### config.mk
export PLATFORM = sky130hd
export DESIGN_NAME = sd_ctrl
export DESIGN_NICKNAME = d
export VERILOG_FILES = /design/src/verilog/sd_pkg.sv /design/src/verilog/sd_clk_gen.sv /design/src/verilog/sd_cmd_rx.sv /design/src/verilog/sd_cmd_tx.sv /design/src/verilog/sd_crc7.sv /design/src/verilog/sd_ctrl.sv /design/src/verilog/sd_reg_block.sv
export SDC_FILE = /design/constraint.sdc
export NUM_CORES = 1
export LEC_CHECK = 0
export ABC_CLOCK_PERIOD_IN_PS = 6600
export BUFFER_PORTS_ARGS = -buffer_cell sky130_fd_sc_hd__buf_2
export CAP_MARGIN = 20
export CORE_AREA = 5 5 129 193
export CTS_CLUSTER_SIZE = 24
export DETAILED_ROUTE_END_ITERATION = 7
export DIE_AREA = 0 0 134 198
export SYNTH_ARGS = -nofsm -noshare
export SYNTH_HDL_FRONTEND = slang
export SYNTH_SLANG_ARGS = --single-unit
### constraint.sdc
create_clock -name i_clk -period 6.6 [get_ports i_clk]
set_input_delay 0.33 -clock i_clk [delete_from_list [all_inputs] [get_ports i_clk]]
set_output_delay 0.33 -clock i_clk [all_outputs]
set_load 0.03 [all_outputs]
### src/verilog/sd_pkg.sv
package sd_pkg;

  // register port
  localparam int REG_ADDR_W = 3;
  localparam int REG_DATA_W = 32;

  localparam logic [REG_ADDR_W-1:0] ADDR_CTRL       = 3'd0;
  localparam logic [REG_ADDR_W-1:0] ADDR_CMD_INDEX  = 3'd1;
  localparam logic [REG_ADDR_W-1:0] ADDR_CMD_ARG    = 3'd2;
  localparam logic [REG_ADDR_W-1:0] ADDR_STATUS     = 3'd3;  // read only
  localparam logic [REG_ADDR_W-1:0] ADDR_RESP_ARG   = 3'd4;  // read only
  localparam logic [REG_ADDR_W-1:0] ADDR_RESP_INDEX = 3'd5;  // read only

  // control register fields
  localparam int CTRL_START_BIT     = 0;
  localparam int CTRL_RESP_BIT      = 1;
  localparam int CTRL_SPEED_LSB     = 2;  // two bit field
  localparam int CTRL_POWER_OFF_BIT = 4;

  // command and short response frame
  localparam int CMD_INDEX_W   = 6;
  localparam int CMD_ARG_W     = 32;
  localparam int CMD_FRAME_LEN = 48;
  localparam int CRC7_W        = 7;
  localparam int CMD_HDR_LEN   = CMD_FRAME_LEN - CRC7_W - 1;  // bits covered by the crc
  localparam int FRAME_CNT_W   = $clog2(CMD_FRAME_LEN + 1);

  // start bit window after the command, in sd clocks
  localparam int NCR_MAX   = 64;
  localparam int NCR_CNT_W = $clog2(NCR_MAX);

  // status codes, busy flag sits just above them
  localparam int STATUS_W        = 4;
  localparam int STATUS_BUSY_BIT = 4;
  localparam logic [STATUS_W-1:0] ST_IDLE    = 4'b0000;
  localparam logic [STATUS_W-1:0] ST_DONE    = 4'b1000;
  localparam logic [STATUS_W-1:0] ST_NO_RESP = 4'b1001;
  localparam logic [STATUS_W-1:0] ST_CRC_ERR = 4'b1010;

  // sd clock half periods in system clocks
  localparam int SPEED_W    = 2;
  localparam int HALF_CNT_W = 3;
  localparam logic [HALF_CNT_W-1:0] HALF_PERIOD_SLOW = 3'd4;  // mode 0
  localparam logic [HALF_CNT_W-1:0] HALF_PERIOD_MID  = 3'd2;  // mode 1
  localparam logic [HALF_CNT_W-1:0] HALF_PERIOD_FAST = 3'd1;  // modes 2 and 3

endpackage

### src/verilog/sd_clk_gen.sv
`timescale 1ns/100ps

module sd_clk_gen (
  input  logic                       i_clk,
  input  logic                       i_rst,
  input  logic [sd_pkg::SPEED_W-1:0] i_speed_mode,
  output logic                       o_sd_clk,
  output logic                       o_rise_tick,
  output logic                       o_fall_tick
);

  import sd_pkg::*;

  logic [HALF_CNT_W-1:0] half_len;
  logic [HALF_CNT_W-1:0] half_cnt;  // system clocks left in this half period
  logic                  toggle;

  always_comb begin
    case (i_speed_mode)
      2'd0:    half_len = HALF_PERIOD_SLOW;
      2'd1:    half_len = HALF_PERIOD_MID;
      default: half_len = HALF_PERIOD_FAST;
    endcase
  end

  assign toggle = (half_cnt == '0);

  // ticks line up with the cycle in which o_sd_clk shows the new level
  always_ff @(posedge i_clk) begin
    if (i_rst) begin
      half_cnt    <= '0;
      o_sd_clk    <= 1'b0;
      o_rise_tick <= 1'b0;
      o_fall_tick <= 1'b0;
    end else begin
      o_rise_tick <= toggle && !o_sd_clk;
      o_fall_tick <= toggle && o_sd_clk;
      if (toggle) begin
        o_sd_clk <= ~o_sd_clk;
        half_cnt <= half_len - 1'b1;  // a new speed mode is picked up here
      end else begin
        half_cnt <= half_cnt - 1'b1;
      end
    end
  end

  a_ticks_exclusive : assert property (
    @(posedge i_clk) disable iff (i_rst) !(o_rise_tick && o_fall_tick)
  );

endmodule

### src/verilog/sd_cmd_rx.sv
`timescale 1ns/100ps

module sd_cmd_rx (
  input  logic                           i_clk,
  input  logic                           i_rst,
  input  logic                           i_rise_tick,
  input  logic                           i_arm,
  input  logic                           i_sd_cmd_i,
  output logic                           o_done,
  output logic [sd_pkg::STATUS_W-1:0]    o_status,
  output logic [sd_pkg::CMD_INDEX_W-1:0] o_index,
  output logic [sd_pkg::CMD_ARG_W-1:0]   o_arg
);

  import sd_pkg::*;

  typedef enum logic [1:0] {
    RX_IDLE,
    RX_WAIT_START,
    RX_CAPTURE
  } rx_state_t;

  rx_state_t                state;
  logic [NCR_CNT_W-1:0]     ncr_cnt;
  logic [FRAME_CNT_W-1:0]   bit_cnt;   // bits taken so far, start bit included
  logic [CMD_FRAME_LEN-2:0] frame_sr;
  logic [CMD_FRAME_LEN-1:0] frame;
  logic                     start_seen;
  logic                     capture;
  logic                     last_bit;
  logic                     crc_shift;
  logic [CRC7_W-1:0]        crc;
  logic                     crc_ok;

  // frame as it stands once the bit on the line is taken
  assign frame      = {frame_sr, i_sd_cmd_i};
  assign start_seen = (state == RX_WAIT_START) && !i_sd_cmd_i;
  assign capture    = i_rise_tick && (start_seen || state == RX_CAPTURE);
  assign last_bit   = (state == RX_CAPTURE) && (bit_cnt == FRAME_CNT_W'(CMD_FRAME_LEN - 1));
  assign crc_shift  = i_rise_tick &&
                      (start_seen ||
                       (state == RX_CAPTURE && bit_cnt < FRAME_CNT_W'(CMD_HDR_LEN)));
  assign crc_ok     = (frame[CRC7_W:1] == crc) && frame[0];  // end bit must be 1

  sd_crc7 u_crc7 (
    .i_clk   (i_clk),
    .i_rst   (i_rst),
    .i_clear (i_arm),
    .i_shift (crc_shift),
    .i_bit   (i_sd_cmd_i),
    .o_crc   (crc)
  );

  always_ff @(posedge i_clk) begin
    if (capture) begin
      frame_sr <= frame[CMD_FRAME_LEN-2:0];
    end
  end

  always_ff @(posedge i_clk) begin
    if (i_rise_tick && last_bit) begin
      o_index <= frame[CMD_FRAME_LEN-3 -: CMD_INDEX_W];
      o_arg   <= frame[CRC7_W+1 +: CMD_ARG_W];
    end
  end

  always_ff @(posedge i_clk) begin
    if (i_rst) begin
      state    <= RX_IDLE;
      ncr_cnt  <= '0;
      bit_cnt  <= '0;
      o_done   <= 1'b0;
      o_status <= ST_IDLE;
    end else begin
      o_done <= 1'b0;
      if (i_arm) begin
        state   <= RX_WAIT_START;
        ncr_cnt <= '0;
      end else if (i_rise_tick) begin
        case (state)
          RX_WAIT_START: begin
            if (!i_sd_cmd_i) begin
              state   <= RX_CAPTURE;
              bit_cnt <= FRAME_CNT_W'(1);
            end else if (ncr_cnt == NCR_CNT_W'(NCR_MAX - 1)) begin
              state    <= RX_IDLE;  // card never answered
              o_done   <= 1'b1;
              o_status <= ST_NO_RESP;
            end else begin
              ncr_cnt <= ncr_cnt + 1'b1;
            end
          end
          RX_CAPTURE: begin
            bit_cnt <= bit_cnt + 1'b1;
            if (last_bit) begin
              state    <= RX_IDLE;
              o_done   <= 1'b1;
              o_status <= crc_ok ? ST_DONE : ST_CRC_ERR;
            end
          end
          default: state <= RX_IDLE;
        endcase
      end
    end
  end

  a_done_single_cycle : assert property (
    @(posedge i_clk) disable iff (i_rst) o_done |=> !o_done
  );

endmodule

### src/verilog/sd_cmd_tx.sv
`timescale 1ns/100ps

module sd_cmd_tx (
  input  logic                           i_clk,
  input  logic                           i_rst,
  input  logic                           i_fall_tick,
  input  logic                           i_start,
  input  logic [sd_pkg::CMD_INDEX_W-1:0] i_index,
  input  logic [sd_pkg::CMD_ARG_W-1:0]   i_arg,
  output logic                           o_sd_cmd_o,
  output logic                           o_sd_cmd_oe,
  output logic                           o_done
);

  import sd_pkg::*;

  logic [CMD_HDR_LEN-1:0] hdr_sr;
  logic [FRAME_CNT_W-1:0] bit_cnt;    // frame bits already on the line
  logic [FRAME_CNT_W-1:0] crc_pos;
  logic                   pending;    // start seen, first falling edge not yet
  logic                   hdr_phase;
  logic [CRC7_W-1:0]      crc;

  // header bits go out and into the crc together
  assign hdr_phase = (pending && !o_sd_cmd_oe) ||
                     (o_sd_cmd_oe && bit_cnt < FRAME_CNT_W'(CMD_HDR_LEN));
  assign crc_pos   = FRAME_CNT_W'(CMD_FRAME_LEN - 2) - bit_cnt;  // crc msb first

  sd_crc7 u_crc7 (
    .i_clk   (i_clk),
    .i_rst   (i_rst),
    .i_clear (i_start),
    .i_shift (i_fall_tick && hdr_phase),
    .i_bit   (hdr_sr[CMD_HDR_LEN-1]),
    .o_crc   (crc)
  );

  always_ff @(posedge i_clk) begin
    if (i_start) begin
      hdr_sr <= {1'b0, 1'b1, i_index, i_arg};  // start, direction, index, argument
    end else if (i_fall_tick && hdr_phase) begin
      hdr_sr <= {hdr_sr[CMD_HDR_LEN-2:0], 1'b0};
    end
  end

  always_ff @(posedge i_clk) begin
    if (i_rst) begin
      pending     <= 1'b0;
      o_sd_cmd_oe <= 1'b0;
      o_sd_cmd_o  <= 1'b0;
      bit_cnt     <= '0;
      o_done      <= 1'b0;
    end else begin
      o_done <= 1'b0;
      if (i_start) begin
        pending <= 1'b1;
      end
      if (i_fall_tick) begin
        if (pending && !o_sd_cmd_oe) begin
          pending     <= 1'b0;
          o_sd_cmd_oe <= 1'b1;
          o_sd_cmd_o  <= hdr_sr[CMD_HDR_LEN-1];
          bit_cnt     <= FRAME_CNT_W'(1);
        end else if (o_sd_cmd_oe) begin
          bit_cnt <= bit_cnt + 1'b1;
          if (hdr_phase) begin
            o_sd_cmd_o <= hdr_sr[CMD_HDR_LEN-1];
          end else if (bit_cnt < FRAME_CNT_W'(CMD_FRAME_LEN - 1)) begin
            o_sd_cmd_o <= crc[crc_pos[2:0]];
          end else if (bit_cnt == FRAME_CNT_W'(CMD_FRAME_LEN - 1)) begin
            o_sd_cmd_o <= 1'b1;  // end bit
          end else begin
            // end bit has had its full sd clock, release the line
            o_sd_cmd_oe <= 1'b0;
            o_sd_cmd_o  <= 1'b0;
            bit_cnt     <= '0;
            o_done      <= 1'b1;
          end
        end
      end
    end
  end

  a_no_start_while_driving : assert property (
    @(posedge i_clk) disable iff (i_rst) i_start |-> !o_sd_cmd_oe
  );

endmodule

### src/verilog/sd_crc7.sv
`timescale 1ns/100ps

module sd_crc7 (
  input  logic                      i_clk,
  input  logic                      i_rst,
  input  logic                      i_clear,
  input  logic                      i_shift,
  input  logic                      i_bit,
  output logic [sd_pkg::CRC7_W-1:0] o_crc
);

  import sd_pkg::*;

  logic fb;

  assign fb = i_bit ^ o_crc[CRC7_W-1];

  // x^7 + x^3 + 1, one data bit per shift
  always_ff @(posedge i_clk) begin
    if (i_rst || i_clear) begin
      o_crc <= '0;
    end else if (i_shift) begin
      o_crc <= {o_crc[5:3], o_crc[2] ^ fb, o_crc[1:0], fb};  // x^3 tap
    end
  end

endmodule

### src/verilog/sd_ctrl.sv
`timescale 1ns/100ps

module sd_ctrl (
  input  logic                          i_clk,
  input  logic                          i_rst,
  // register port
  input  logic                          i_wr_en,
  input  logic                          i_rd_req,
  input  logic [sd_pkg::REG_ADDR_W-1:0] i_addr,
  input  logic [sd_pkg::REG_DATA_W-1:0] i_wr_data,
  output logic [sd_pkg::REG_DATA_W-1:0] o_rd_data,
  output logic                          o_rd_valid,
  // card pins
  output logic                          o_sd_clk,
  output logic                          o_sd_cmd_o,
  output logic                          o_sd_cmd_oe,
  input  logic                          i_sd_cmd_i,
  output logic                          o_sd_en_n      // high powers the card down
);

  logic                           w_rise_tick;
  logic                           w_fall_tick;
  logic                           w_start;
  logic [sd_pkg::CMD_INDEX_W-1:0] w_index;
  logic [sd_pkg::CMD_ARG_W-1:0]   w_arg;
  logic                           w_resp_expected;
  logic [sd_pkg::SPEED_W-1:0]     w_speed_mode;
  logic                           w_tx_done;
  logic                           w_rx_done;
  logic [sd_pkg::STATUS_W-1:0]    w_rx_status;
  logic [sd_pkg::CMD_INDEX_W-1:0] w_rx_index;
  logic [sd_pkg::CMD_ARG_W-1:0]   w_rx_arg;

  sd_reg_block u_reg_block (
    .i_clk           (i_clk),
    .i_rst           (i_rst),
    .i_wr_en         (i_wr_en),
    .i_rd_req        (i_rd_req),
    .i_addr          (i_addr),
    .i_wr_data       (i_wr_data),
    .o_rd_data       (o_rd_data),
    .o_rd_valid      (o_rd_valid),
    .o_start         (w_start),
    .o_index         (w_index),
    .o_arg           (w_arg),
    .o_resp_expected (w_resp_expected),
    .o_speed_mode    (w_speed_mode),
    .o_power_off     (o_sd_en_n),
    .i_tx_done       (w_tx_done),
    .i_rx_done       (w_rx_done),
    .i_rx_status     (w_rx_status),
    .i_rx_index      (w_rx_index),
    .i_rx_arg        (w_rx_arg)
  );

  sd_clk_gen u_clk_gen (
    .i_clk        (i_clk),
    .i_rst        (i_rst),
    .i_speed_mode (w_speed_mode),
    .o_sd_clk     (o_sd_clk),
    .o_rise_tick  (w_rise_tick),
    .o_fall_tick  (w_fall_tick)
  );

  sd_cmd_tx u_cmd_tx (
    .i_clk       (i_clk),
    .i_rst       (i_rst),
    .i_fall_tick (w_fall_tick),
    .i_start     (w_start),
    .i_index     (w_index),
    .i_arg       (w_arg),
    .o_sd_cmd_o  (o_sd_cmd_o),
    .o_sd_cmd_oe (o_sd_cmd_oe),
    .o_done      (w_tx_done)
  );

  sd_cmd_rx u_cmd_rx (
    .i_clk       (i_clk),
    .i_rst       (i_rst),
    .i_rise_tick (w_rise_tick),
    .i_arm       (w_tx_done & w_resp_expected),  // listen only when a response is due
    .i_sd_cmd_i  (i_sd_cmd_i),
    .o_done      (w_rx_done),
    .o_status    (w_rx_status),
    .o_index     (w_rx_index),
    .o_arg       (w_rx_arg)
  );

endmodule

### src/verilog/sd_reg_block.sv
`timescale 1ns/100ps

module sd_reg_block (
  input  logic                           i_clk,
  input  logic                           i_rst,
  input  logic                           i_wr_en,
  input  logic                           i_rd_req,
  input  logic [sd_pkg::REG_ADDR_W-1:0]  i_addr,
  input  logic [sd_pkg::REG_DATA_W-1:0]  i_wr_data,
  output logic [sd_pkg::REG_DATA_W-1:0]  o_rd_data,
  output logic                           o_rd_valid,
  output logic                           o_start,
  output logic [sd_pkg::CMD_INDEX_W-1:0] o_index,
  output logic [sd_pkg::CMD_ARG_W-1:0]   o_arg,
  output logic                           o_resp_expected,
  output logic [sd_pkg::SPEED_W-1:0]     o_speed_mode,
  output logic                           o_power_off,
  input  logic                           i_tx_done,
  input  logic                           i_rx_done,
  input  logic [sd_pkg::STATUS_W-1:0]    i_rx_status,
  input  logic [sd_pkg::CMD_INDEX_W-1:0] i_rx_index,
  input  logic [sd_pkg::CMD_ARG_W-1:0]   i_rx_arg
);

  import sd_pkg::*;

  logic                   busy;
  logic [STATUS_W-1:0]    status;
  logic [CMD_ARG_W-1:0]   resp_arg;
  logic [CMD_INDEX_W-1:0] resp_index;
  logic                   ctrl_wr;
  logic                   cmd_done;
  logic [REG_DATA_W-1:0]  rd_word;

  assign ctrl_wr  = i_wr_en && (i_addr == ADDR_CTRL);
  // no response asked for, so the frame end closes the command
  assign cmd_done = (i_tx_done && !o_resp_expected) || i_rx_done;

  always_ff @(posedge i_clk) begin
    if (i_rst) begin
      o_speed_mode    <= '0;
      o_resp_expected <= 1'b0;
      o_power_off     <= 1'b0;
      o_start         <= 1'b0;
      busy            <= 1'b0;
      status          <= ST_IDLE;
    end else begin
      o_start <= 1'b0;
      if (ctrl_wr) begin
        o_speed_mode    <= i_wr_data[CTRL_SPEED_LSB +: SPEED_W];
        o_resp_expected <= i_wr_data[CTRL_RESP_BIT];
        o_power_off     <= i_wr_data[CTRL_POWER_OFF_BIT];
      end
      if (cmd_done) begin
        busy   <= 1'b0;
        status <= i_rx_done ? i_rx_status : ST_DONE;
      end
      if (ctrl_wr && i_wr_data[CTRL_START_BIT] && !busy) begin
        o_start <= 1'b1;  // start while busy is dropped
        busy    <= 1'b1;
        status  <= ST_IDLE;
      end
    end
  end

  // command fields
  always_ff @(posedge i_clk) begin
    if (i_wr_en && i_addr == ADDR_CMD_INDEX) begin
      o_index <= i_wr_data[CMD_INDEX_W-1:0];
    end
    if (i_wr_en && i_addr == ADDR_CMD_ARG) begin
      o_arg <= i_wr_data[CMD_ARG_W-1:0];
    end
  end

  // a timeout leaves the last response in place
  always_ff @(posedge i_clk) begin
    if (i_rst) begin
      resp_arg   <= '0;
      resp_index <= '0;
    end else if (i_rx_done && i_rx_status != ST_NO_RESP) begin
      resp_arg   <= i_rx_arg;
      resp_index <= i_rx_index;
    end
  end

  always_comb begin
    rd_word = '0;
    case (i_addr)
      ADDR_CTRL: begin
        rd_word[CTRL_RESP_BIT]              = o_resp_expected;
        rd_word[CTRL_SPEED_LSB +: SPEED_W]  = o_speed_mode;
        rd_word[CTRL_POWER_OFF_BIT]         = o_power_off;
      end
      ADDR_CMD_INDEX:  rd_word[CMD_INDEX_W-1:0] = o_index;
      ADDR_CMD_ARG:    rd_word[CMD_ARG_W-1:0]   = o_arg;
      ADDR_STATUS: begin
        rd_word[STATUS_BUSY_BIT] = busy;
        rd_word[STATUS_W-1:0]    = status;
      end
      ADDR_RESP_ARG:   rd_word[CMD_ARG_W-1:0]   = resp_arg;
      ADDR_RESP_INDEX: rd_word[CMD_INDEX_W-1:0] = resp_index;
      default:         rd_word = '0;
    endcase
  end

  // read data one cycle after the request
  always_ff @(posedge i_clk) begin
    if (i_rst) begin
      o_rd_valid <= 1'b0;
    end else begin
      o_rd_valid <= i_rd_req;
    end
  end

  always_ff @(posedge i_clk) begin
    if (i_rd_req) begin
      o_rd_data <= rd_word;
    end
  end

  a_rx_done_while_busy : assert property (
    @(posedge i_clk) disable iff (i_rst) i_rx_done |-> busy
  );

endmodule
Word-level counts from Yosys, hierarchy flattened
Cells that the tools add are included.

word-level totals
  input bits = 40
  output and inout port bits = 37
  word-level logic and storage cells = 172
  flip-flop bits (word level) = 291

operators by class
  equality and inequality tests = 20
  multiplexer cells = 49
  magnitude comparators = 4
  bitwise operators = 11
  reductions and logical operators = 48
  add/subtract/negate cells = 6

operator list
  kind                                                 number
  2-to-1 mux 38 bit                                    2
  one-hot mux 26 bit (2 select lines)                  1
  2-to-1 mux 6 bit                                     6
  one-hot mux 4 bit (6 select lines)                   1
  2-to-1 mux 1 bit                                     22
  logical AND 1 bit                                    19
  adder 6 x 1 -> 6 bit, second input constant          3
  equality test 6 bit, second input constant           3
  < comparator 6 bit, second input constant            3
  2-to-1 mux 4 bit                                     4
  one-hot mux 6 bit (2 select lines)                   1
  nonzero test 2 bit                                   5
  2-to-1 mux 2 bit                                     4
  inequality test 4 bit, second input constant         2
  one-hot mux 4 bit (2 select lines)                   1
  AND reduction 4 bit                                  2
  equality test 7 bit                                  1
  equality test 3 x 2 -> 1 bit, second input constant  2
  equality test 3 bit, second input constant           2
  zero test 3 bit                                      2
  logical OR 1 bit                                     6
  inequality test 2 bit, second input constant         3
  inverter 1 bit                                       6
  one-hot mux 3 bit (2 select lines)                   1
  other kinds (25)                                     36

Longest topological paths before layout
  word-level depth = 7
  mapped depth = 8
  gate-level depth less buffers = 7

By module
A second synthesis with hierarchy kept.

second synthesis, totals
  cells, all modules = 822
  area total of the unflattened synthesis = 11317.1 um^2

modules (own cells, without submodules)
  module        times used  area each (um^2)  cells an instance  seq. area each (um^2)
  sd_reg_block  1           4638.2            372                3083.0
  sd_cmd_rx     1           3543.4            203                2852.7
  sd_cmd_tx     1           2333.5            168                1381.3
  sd_crc7       2           276.5             28                 140.1
  sd_clk_gen    1           242.7             22                 120.1
  sd_ctrl       1           6.3               1                  0.0

Least setup slack after synthesis
OpenSTA, ideal clock, no wires.

  kind = register -> register
  start point = register u_cmd_rx.state[0]
  end point = register u_cmd_rx.o_arg[0] (netlist name), enable pin
  clock period less this slack = 2321 ps
  setup time = 399 ps
  slack = 4279 ps
  arrival time = 1922 ps
  path buffers = 0
  required time = 6201 ps
  cell stages (with the launch flop) = 6
  cell sequence = dfxtp_1 inv_1 ha_1 inv_1 nor3_1 and2_1

on the way
  cells in the longest elaborated chain, start to end = 3

ends and longest elaborated chain
  element                 RTL line         text
  start, declared         sd_cmd_rx.sv:23  rx_state_t state;
  start signal, assigned  sd_cmd_rx.sv:69  state <= RX_IDLE;
  start signal, assigned  sd_cmd_rx.sv:77  state <= RX_WAIT_START;
  start signal, assigned  sd_cmd_rx.sv:83  state <= RX_CAPTURE;
  equality test 2 bit     sd_cmd_rx.sv:39  assign last_bit = (state == RX_CAPTURE) && (bit_cnt == FRAME_CNT_W'(CMD_FRAME_LEN - 1));
  logical AND 1 bit       sd_cmd_rx.sv:39
  logical AND 1 bit       sd_cmd_rx.sv:61  if (i_rise_tick && last_bit) begin
  end signal, assigned    sd_cmd_rx.sv:63  o_arg <= frame[CRC7_W+1 +: CMD_ARG_W];
  end, declared           sd_cmd_rx.sv:12  output logic [sd_pkg::CMD_ARG_W-1:0] o_arg

Every way passes these cells.
A chain may end at the register's enable or synchronous reset.

Final worst setup path
  start point = register u_cmd_tx.o_sd_cmd_oe
  end point = register u_cmd_tx.hdr_sr[10], enable pin

on the way
  cells in the longest elaborated chain, start to end = 5
  elaborated cells between the ends (all ways) = 6
  classes of those cells = reduce/logical (6)

ends and longest elaborated chain
  element                                RTL line         text
  start, declared                        sd_cmd_tx.sv:11  output logic o_sd_cmd_oe,
  start signal, assigned                 sd_cmd_tx.sv:49  o_sd_cmd_oe <= 1'b0;
  start signal, assigned                 sd_cmd_tx.sv:61  o_sd_cmd_oe <= 1'b1;
  start signal, assigned                 sd_cmd_tx.sv:74  o_sd_cmd_oe <= 1'b0;
  zero test 1 bit                        sd_cmd_tx.sv:25  assign hdr_phase = (pending && !o_sd_cmd_oe) ||
  logical AND 1 bit                      sd_cmd_tx.sv:25
  logical OR 1 bit *                     sd_cmd_tx.sv:25
  logical AND 1 bit *                    sd_cmd_tx.sv:41  end else if (i_fall_tick && hdr_phase) begin
  nonzero test 2 bit (no source line) *  n/a
  end signal, assigned                   sd_cmd_tx.sv:40  hdr_sr <= {1'b0, 1'b1, i_index, i_arg};
  end signal, assigned                   sd_cmd_tx.sv:42  hdr_sr <= {hdr_sr[CMD_HDR_LEN-2:0], 1'b0};
  end, declared                          sd_cmd_tx.sv:17  logic [CMD_HDR_LEN-1:0] hdr_sr;

Mark *: on every way between the ends. The rest lies on a longest branch, timed or not.

==> results.md <==
Status:
- The flow ran to the end, and the final reports show no timing, DRC or antenna violations.

Setup path:
- The logic depth of the worst register-to-register path is 3.
- The worst setup path is captured at a register.
- Data on the critical path is required at its endpoint by 6.62 ns.
- The class of the most critical setup path is register to register.
- STA puts the critical path data arrival time at 2.54 ns.
- The critical-path maximum fanout is 38.
- The startpoint type of the worst setup path is a register.

Clock network:
- The number of buffers added by the clock tree synthesis step is 27.
- TritonCTS built the clock tree.
- The clock root buffer is clkbuf_16.
- The clock transition time at the flip-flop clock pins of the worst setup and hold paths is 0.06 ns.
- The clock latency of the later-clocked register in the worst-skew pair is 0.52 ns.
- The H-tree level count is 1.
- The buffer depth of the longest clock path is 3.
- The clock net sink count is 289.

Timing:
- After layout, the minimum clock period comes to 2.52 ns.
- Measured against its own limit, the worst slew margin works out to 0.278.
- The transition time at the pin with the least slew margin is 1.08 ns.
- The fraction of the cycle the final worst path needs is 0.382.
- The total count of hold-check failures in the final report is 0.
- Hold is met by 0.0471 ns.
- Setup repair after global routing left no endpoint under its margin.
- Setup total negative slack on the finished layout was measured at 0 ns.
- The worst clock skew is 0.00911 ns.
- Setup slack on the critical path of the routed design comes to 4.08 ns.
- The number of max-slew violations in the final report is 0.
- The final setup violation count is 0.
- For this run, the top clock speed supported by timing is 397 MHz.

Logic synthesis:
- edfxtp_1 takes more of the synthesized area than any other cell.
- Counting flops with a built-in enable in the synthesized netlist gives 191.
- For this run, the leading register cell type out of synthesis is edfxtp_1.
- The proportion of netlist area held by the largest area contributor is 0.529.
- Of the synthesized area, sequential elements account for 0.710.
- In this run the mean area of a mapped cell was 13.8 µm².
- The cell area after technology mapping is 10800 µm².
- The number of synthesis warnings is 0.
- The most frequent cell after synthesis is edfxtp_1.
- Counting instances in the post-synthesis netlist gives the leading cell types as edfxtp_1 (191), dfxtp_1 (98), nand2_1 (97), nor2_1 (59), a21oi_1 (58).
- The synthesized instance count is 784.
- In the post-synthesis netlist, the biggest area contributors are edfxtp_1 (53%), dfxtp_1 (18%), mux2_2 (4.2%).
- The synthesized design contains 289 register bits.
- Counting flops with an async set or reset pin after synthesis yields a share of 0.
- The number of nets handed over by synthesis was 833.
- The number of unique standard cell types used by synthesis is 59.

Floorplan:
- The width of the die is 134 µm.
- Pin placement for this block handled 77 I/O pins.
- Row generation in the floorplan step produced 68 rows.
- From bottom edge to top edge, the die measures 198 µm.
- The initial standard-cell utilization of the core is 0.474.
- The area inside the core boundary is 22900 µm².
- The die covers 26500 µm².

GRT:
- The number of antenna violations at the first check in global routing is 0.
- The number of global-route vias before repair came to 6598.
- Across every metal layer, demand over resource in global routing totals 0.153.
- For this run the aggregate overflow at the end of global routing stands at 0.
- The first global-routing pass estimated 33000 µm of wire.
- The maximum number of pins on one net before global-route repair is 65.

Detailed routing:
- Dividing the detail-routed via count by the number of cells gives 5.28.
- The number of routed nets with antenna violations is 0.
- Across all layers, the routed design uses 6272 vias.
- For this run, design rule violations remaining after detail routing come to 0.
- The total detailed-routing wirelength is 20300 µm.
- The pre-antenna-repair detailed-routing pass consisted of 4 iterations.
- The first-iteration detailed-routing DRC count is 308.
- Dividing the detail-routed wire length by the instance count gives 17.1 µm.

Place:
- The instance area after placement is 11500 µm².
- The number of input and output port buffers inserted is 76.
- The post-placement worst setup slack is 3.64 ns.
- Once detailed placement completed, the half-perimeter wirelength came to 13300 µm.
- At the end of routability-driven placement, the weighted congestion stood at 0.809.

Power and ir drop:
- The standby leakage power is 4.43 nW.
- The ratio of total power to cell area is 283 nW/µm².
- IR analysis of the VDD net gives a maximum drop of 0.192 mV.

Run:
- Max-cap violations in this run came to 0.

Layout:
- The area growth from synthesis to layout is 16.4%.
- The number of antenna diodes in the final layout is 0.
- With fillers left out, the area of the finished cells amounts to 12600 µm².
- The post-layout net count is 937.
- The core utilization of the finished layout is 0.551.
- Of the cells placed in the final design, the portion with a size suffix greater than 1 is 0.200.

Hold path:
- Counting instances, the worst hold path has a depth of 1.
- The worst min-delay path class is input port to register.
## area by class of cell
type	count	area [µm²]
Clock inverter	7	68.8
Tap cell	280	350
Multi-Input combinational cell	446	2920
Sequential cell	289	7700
Clock buffer	42	777
Fill cell	1886	10300
Inverter	12	45.0
Timing Repair Buffer	112	756
## worst paths after layout
| check | start | slack, ns | endpoint |
|---|---|---|---|
| setup reg to reg | u_cmd_tx.o_sd_cmd_oe | 4.08 | u_cmd_tx.hdr_sr[10] |
| setup / recovery | u_cmd_tx.o_sd_cmd_oe | 4.08 | u_cmd_tx.hdr_sr[10] |
| hold / removal | i_wr_data[3] | 0.05 | u_reg_block.o_index[3] |
| hold reg to reg | u_cmd_rx.frame_sr[44] | 0.43 | u_cmd_rx.o_index[5] |
## timing repair
action | in CTS | in global routing
hold endpoints to repair | 26 | 1
setup endpoints to repair | 0 | 0
gates resized for setup | 0 | 0
hold buffers | 26 | 1
buffers inserted | 0 | 0
## layer usage
metal	part of all wire	wire [µm]	track usage	vias up
li1	-	-	-	3072
met1	0.41	8300	0.175	3039
met2	0.53	10700	0.287	116
met3	0.034	700	0.0234	45
met4	0.031	640	0.0583	0
met5	0	0	0	-
## state kept, by name (all words and copies together), names as in the netlist, 2 cells and up
signal                    cells
u_reg_block.o_speed_mode      2
u_reg_block.resp_index        6
u_reg_block.o_index           6
u_cmd_rx.o_index              6
u_cmd_tx.u_crc7.o_crc         7
u_cmd_rx.bit_cnt              6
u_clk_gen.half_cnt            3
u_cmd_tx.hdr_sr              40
u_cmd_rx.frame_sr            45
u_cmd_rx.o_arg               32
u_cmd_rx.ncr_cnt              6
u_cmd_tx.bit_cnt              6
u_cmd_rx.state                2
u_cmd_rx.o_status             3
u_reg_block.o_arg            32
u_reg_block.status            3
u_cmd_rx.u_crc7.o_crc         7
u_reg_block.resp_arg         32
u_reg_block.o_rd_data        32
## layout by cell type (no fill, tap or decap), types with 26 or more instances in the layout
cell type | synthesis | routed
a22o_1 | 26 | 26
nor2_1 | 59 | 59
dfxtp_1 | 98 | 97
nand2_1 | 97 | 97
dlygate4sd3_1 | 0 | 27
edfxtp_1 | 191 | 191
buf_2 | 23 | 76
clkbuf_16 | 0 | 28
mux2_2 | 40 | 40
a21oi_1 | 58 | 58
## through the flow
step / cells / power, mW
final: 1188 / 3.57
after global routing: 1188 / 3.71
after CTS: 1185 / 3.61
after detailed placement: 1110 / 2.13
after global placement: 1109 / 2.13
after floorplan: 784 / 2.08
## critical path, cell delays in order (launching register included)
cell      delay, ns
dfxtp_1        0.55
inv_2          0.11
o21ai_2        0.58
nand2b_2       0.76
## power breakdown
part           total [mW]  leakage [nW]  switching [mW]  internal [mW]
registers            1.96          2.56          0.0194           1.94
clock network        1.47         0.412           0.622          0.849
logic               0.139          1.46          0.0832         0.0554
## kinds of logic (layout without fill, tap and decap cells)
kind of cell	after synthesis	in the layout	share of synthesized area
simple gates	214	214	0.0909
flops	289	289	0.710
buf+inv	49	173	0.0210
compound gates	135	135	0.0806
xor+xnor	22	22	0.0178
fa+ha+maj	9	9	0.0104
mux	66	66	0.0694
(Power assumes the default switching activity.)
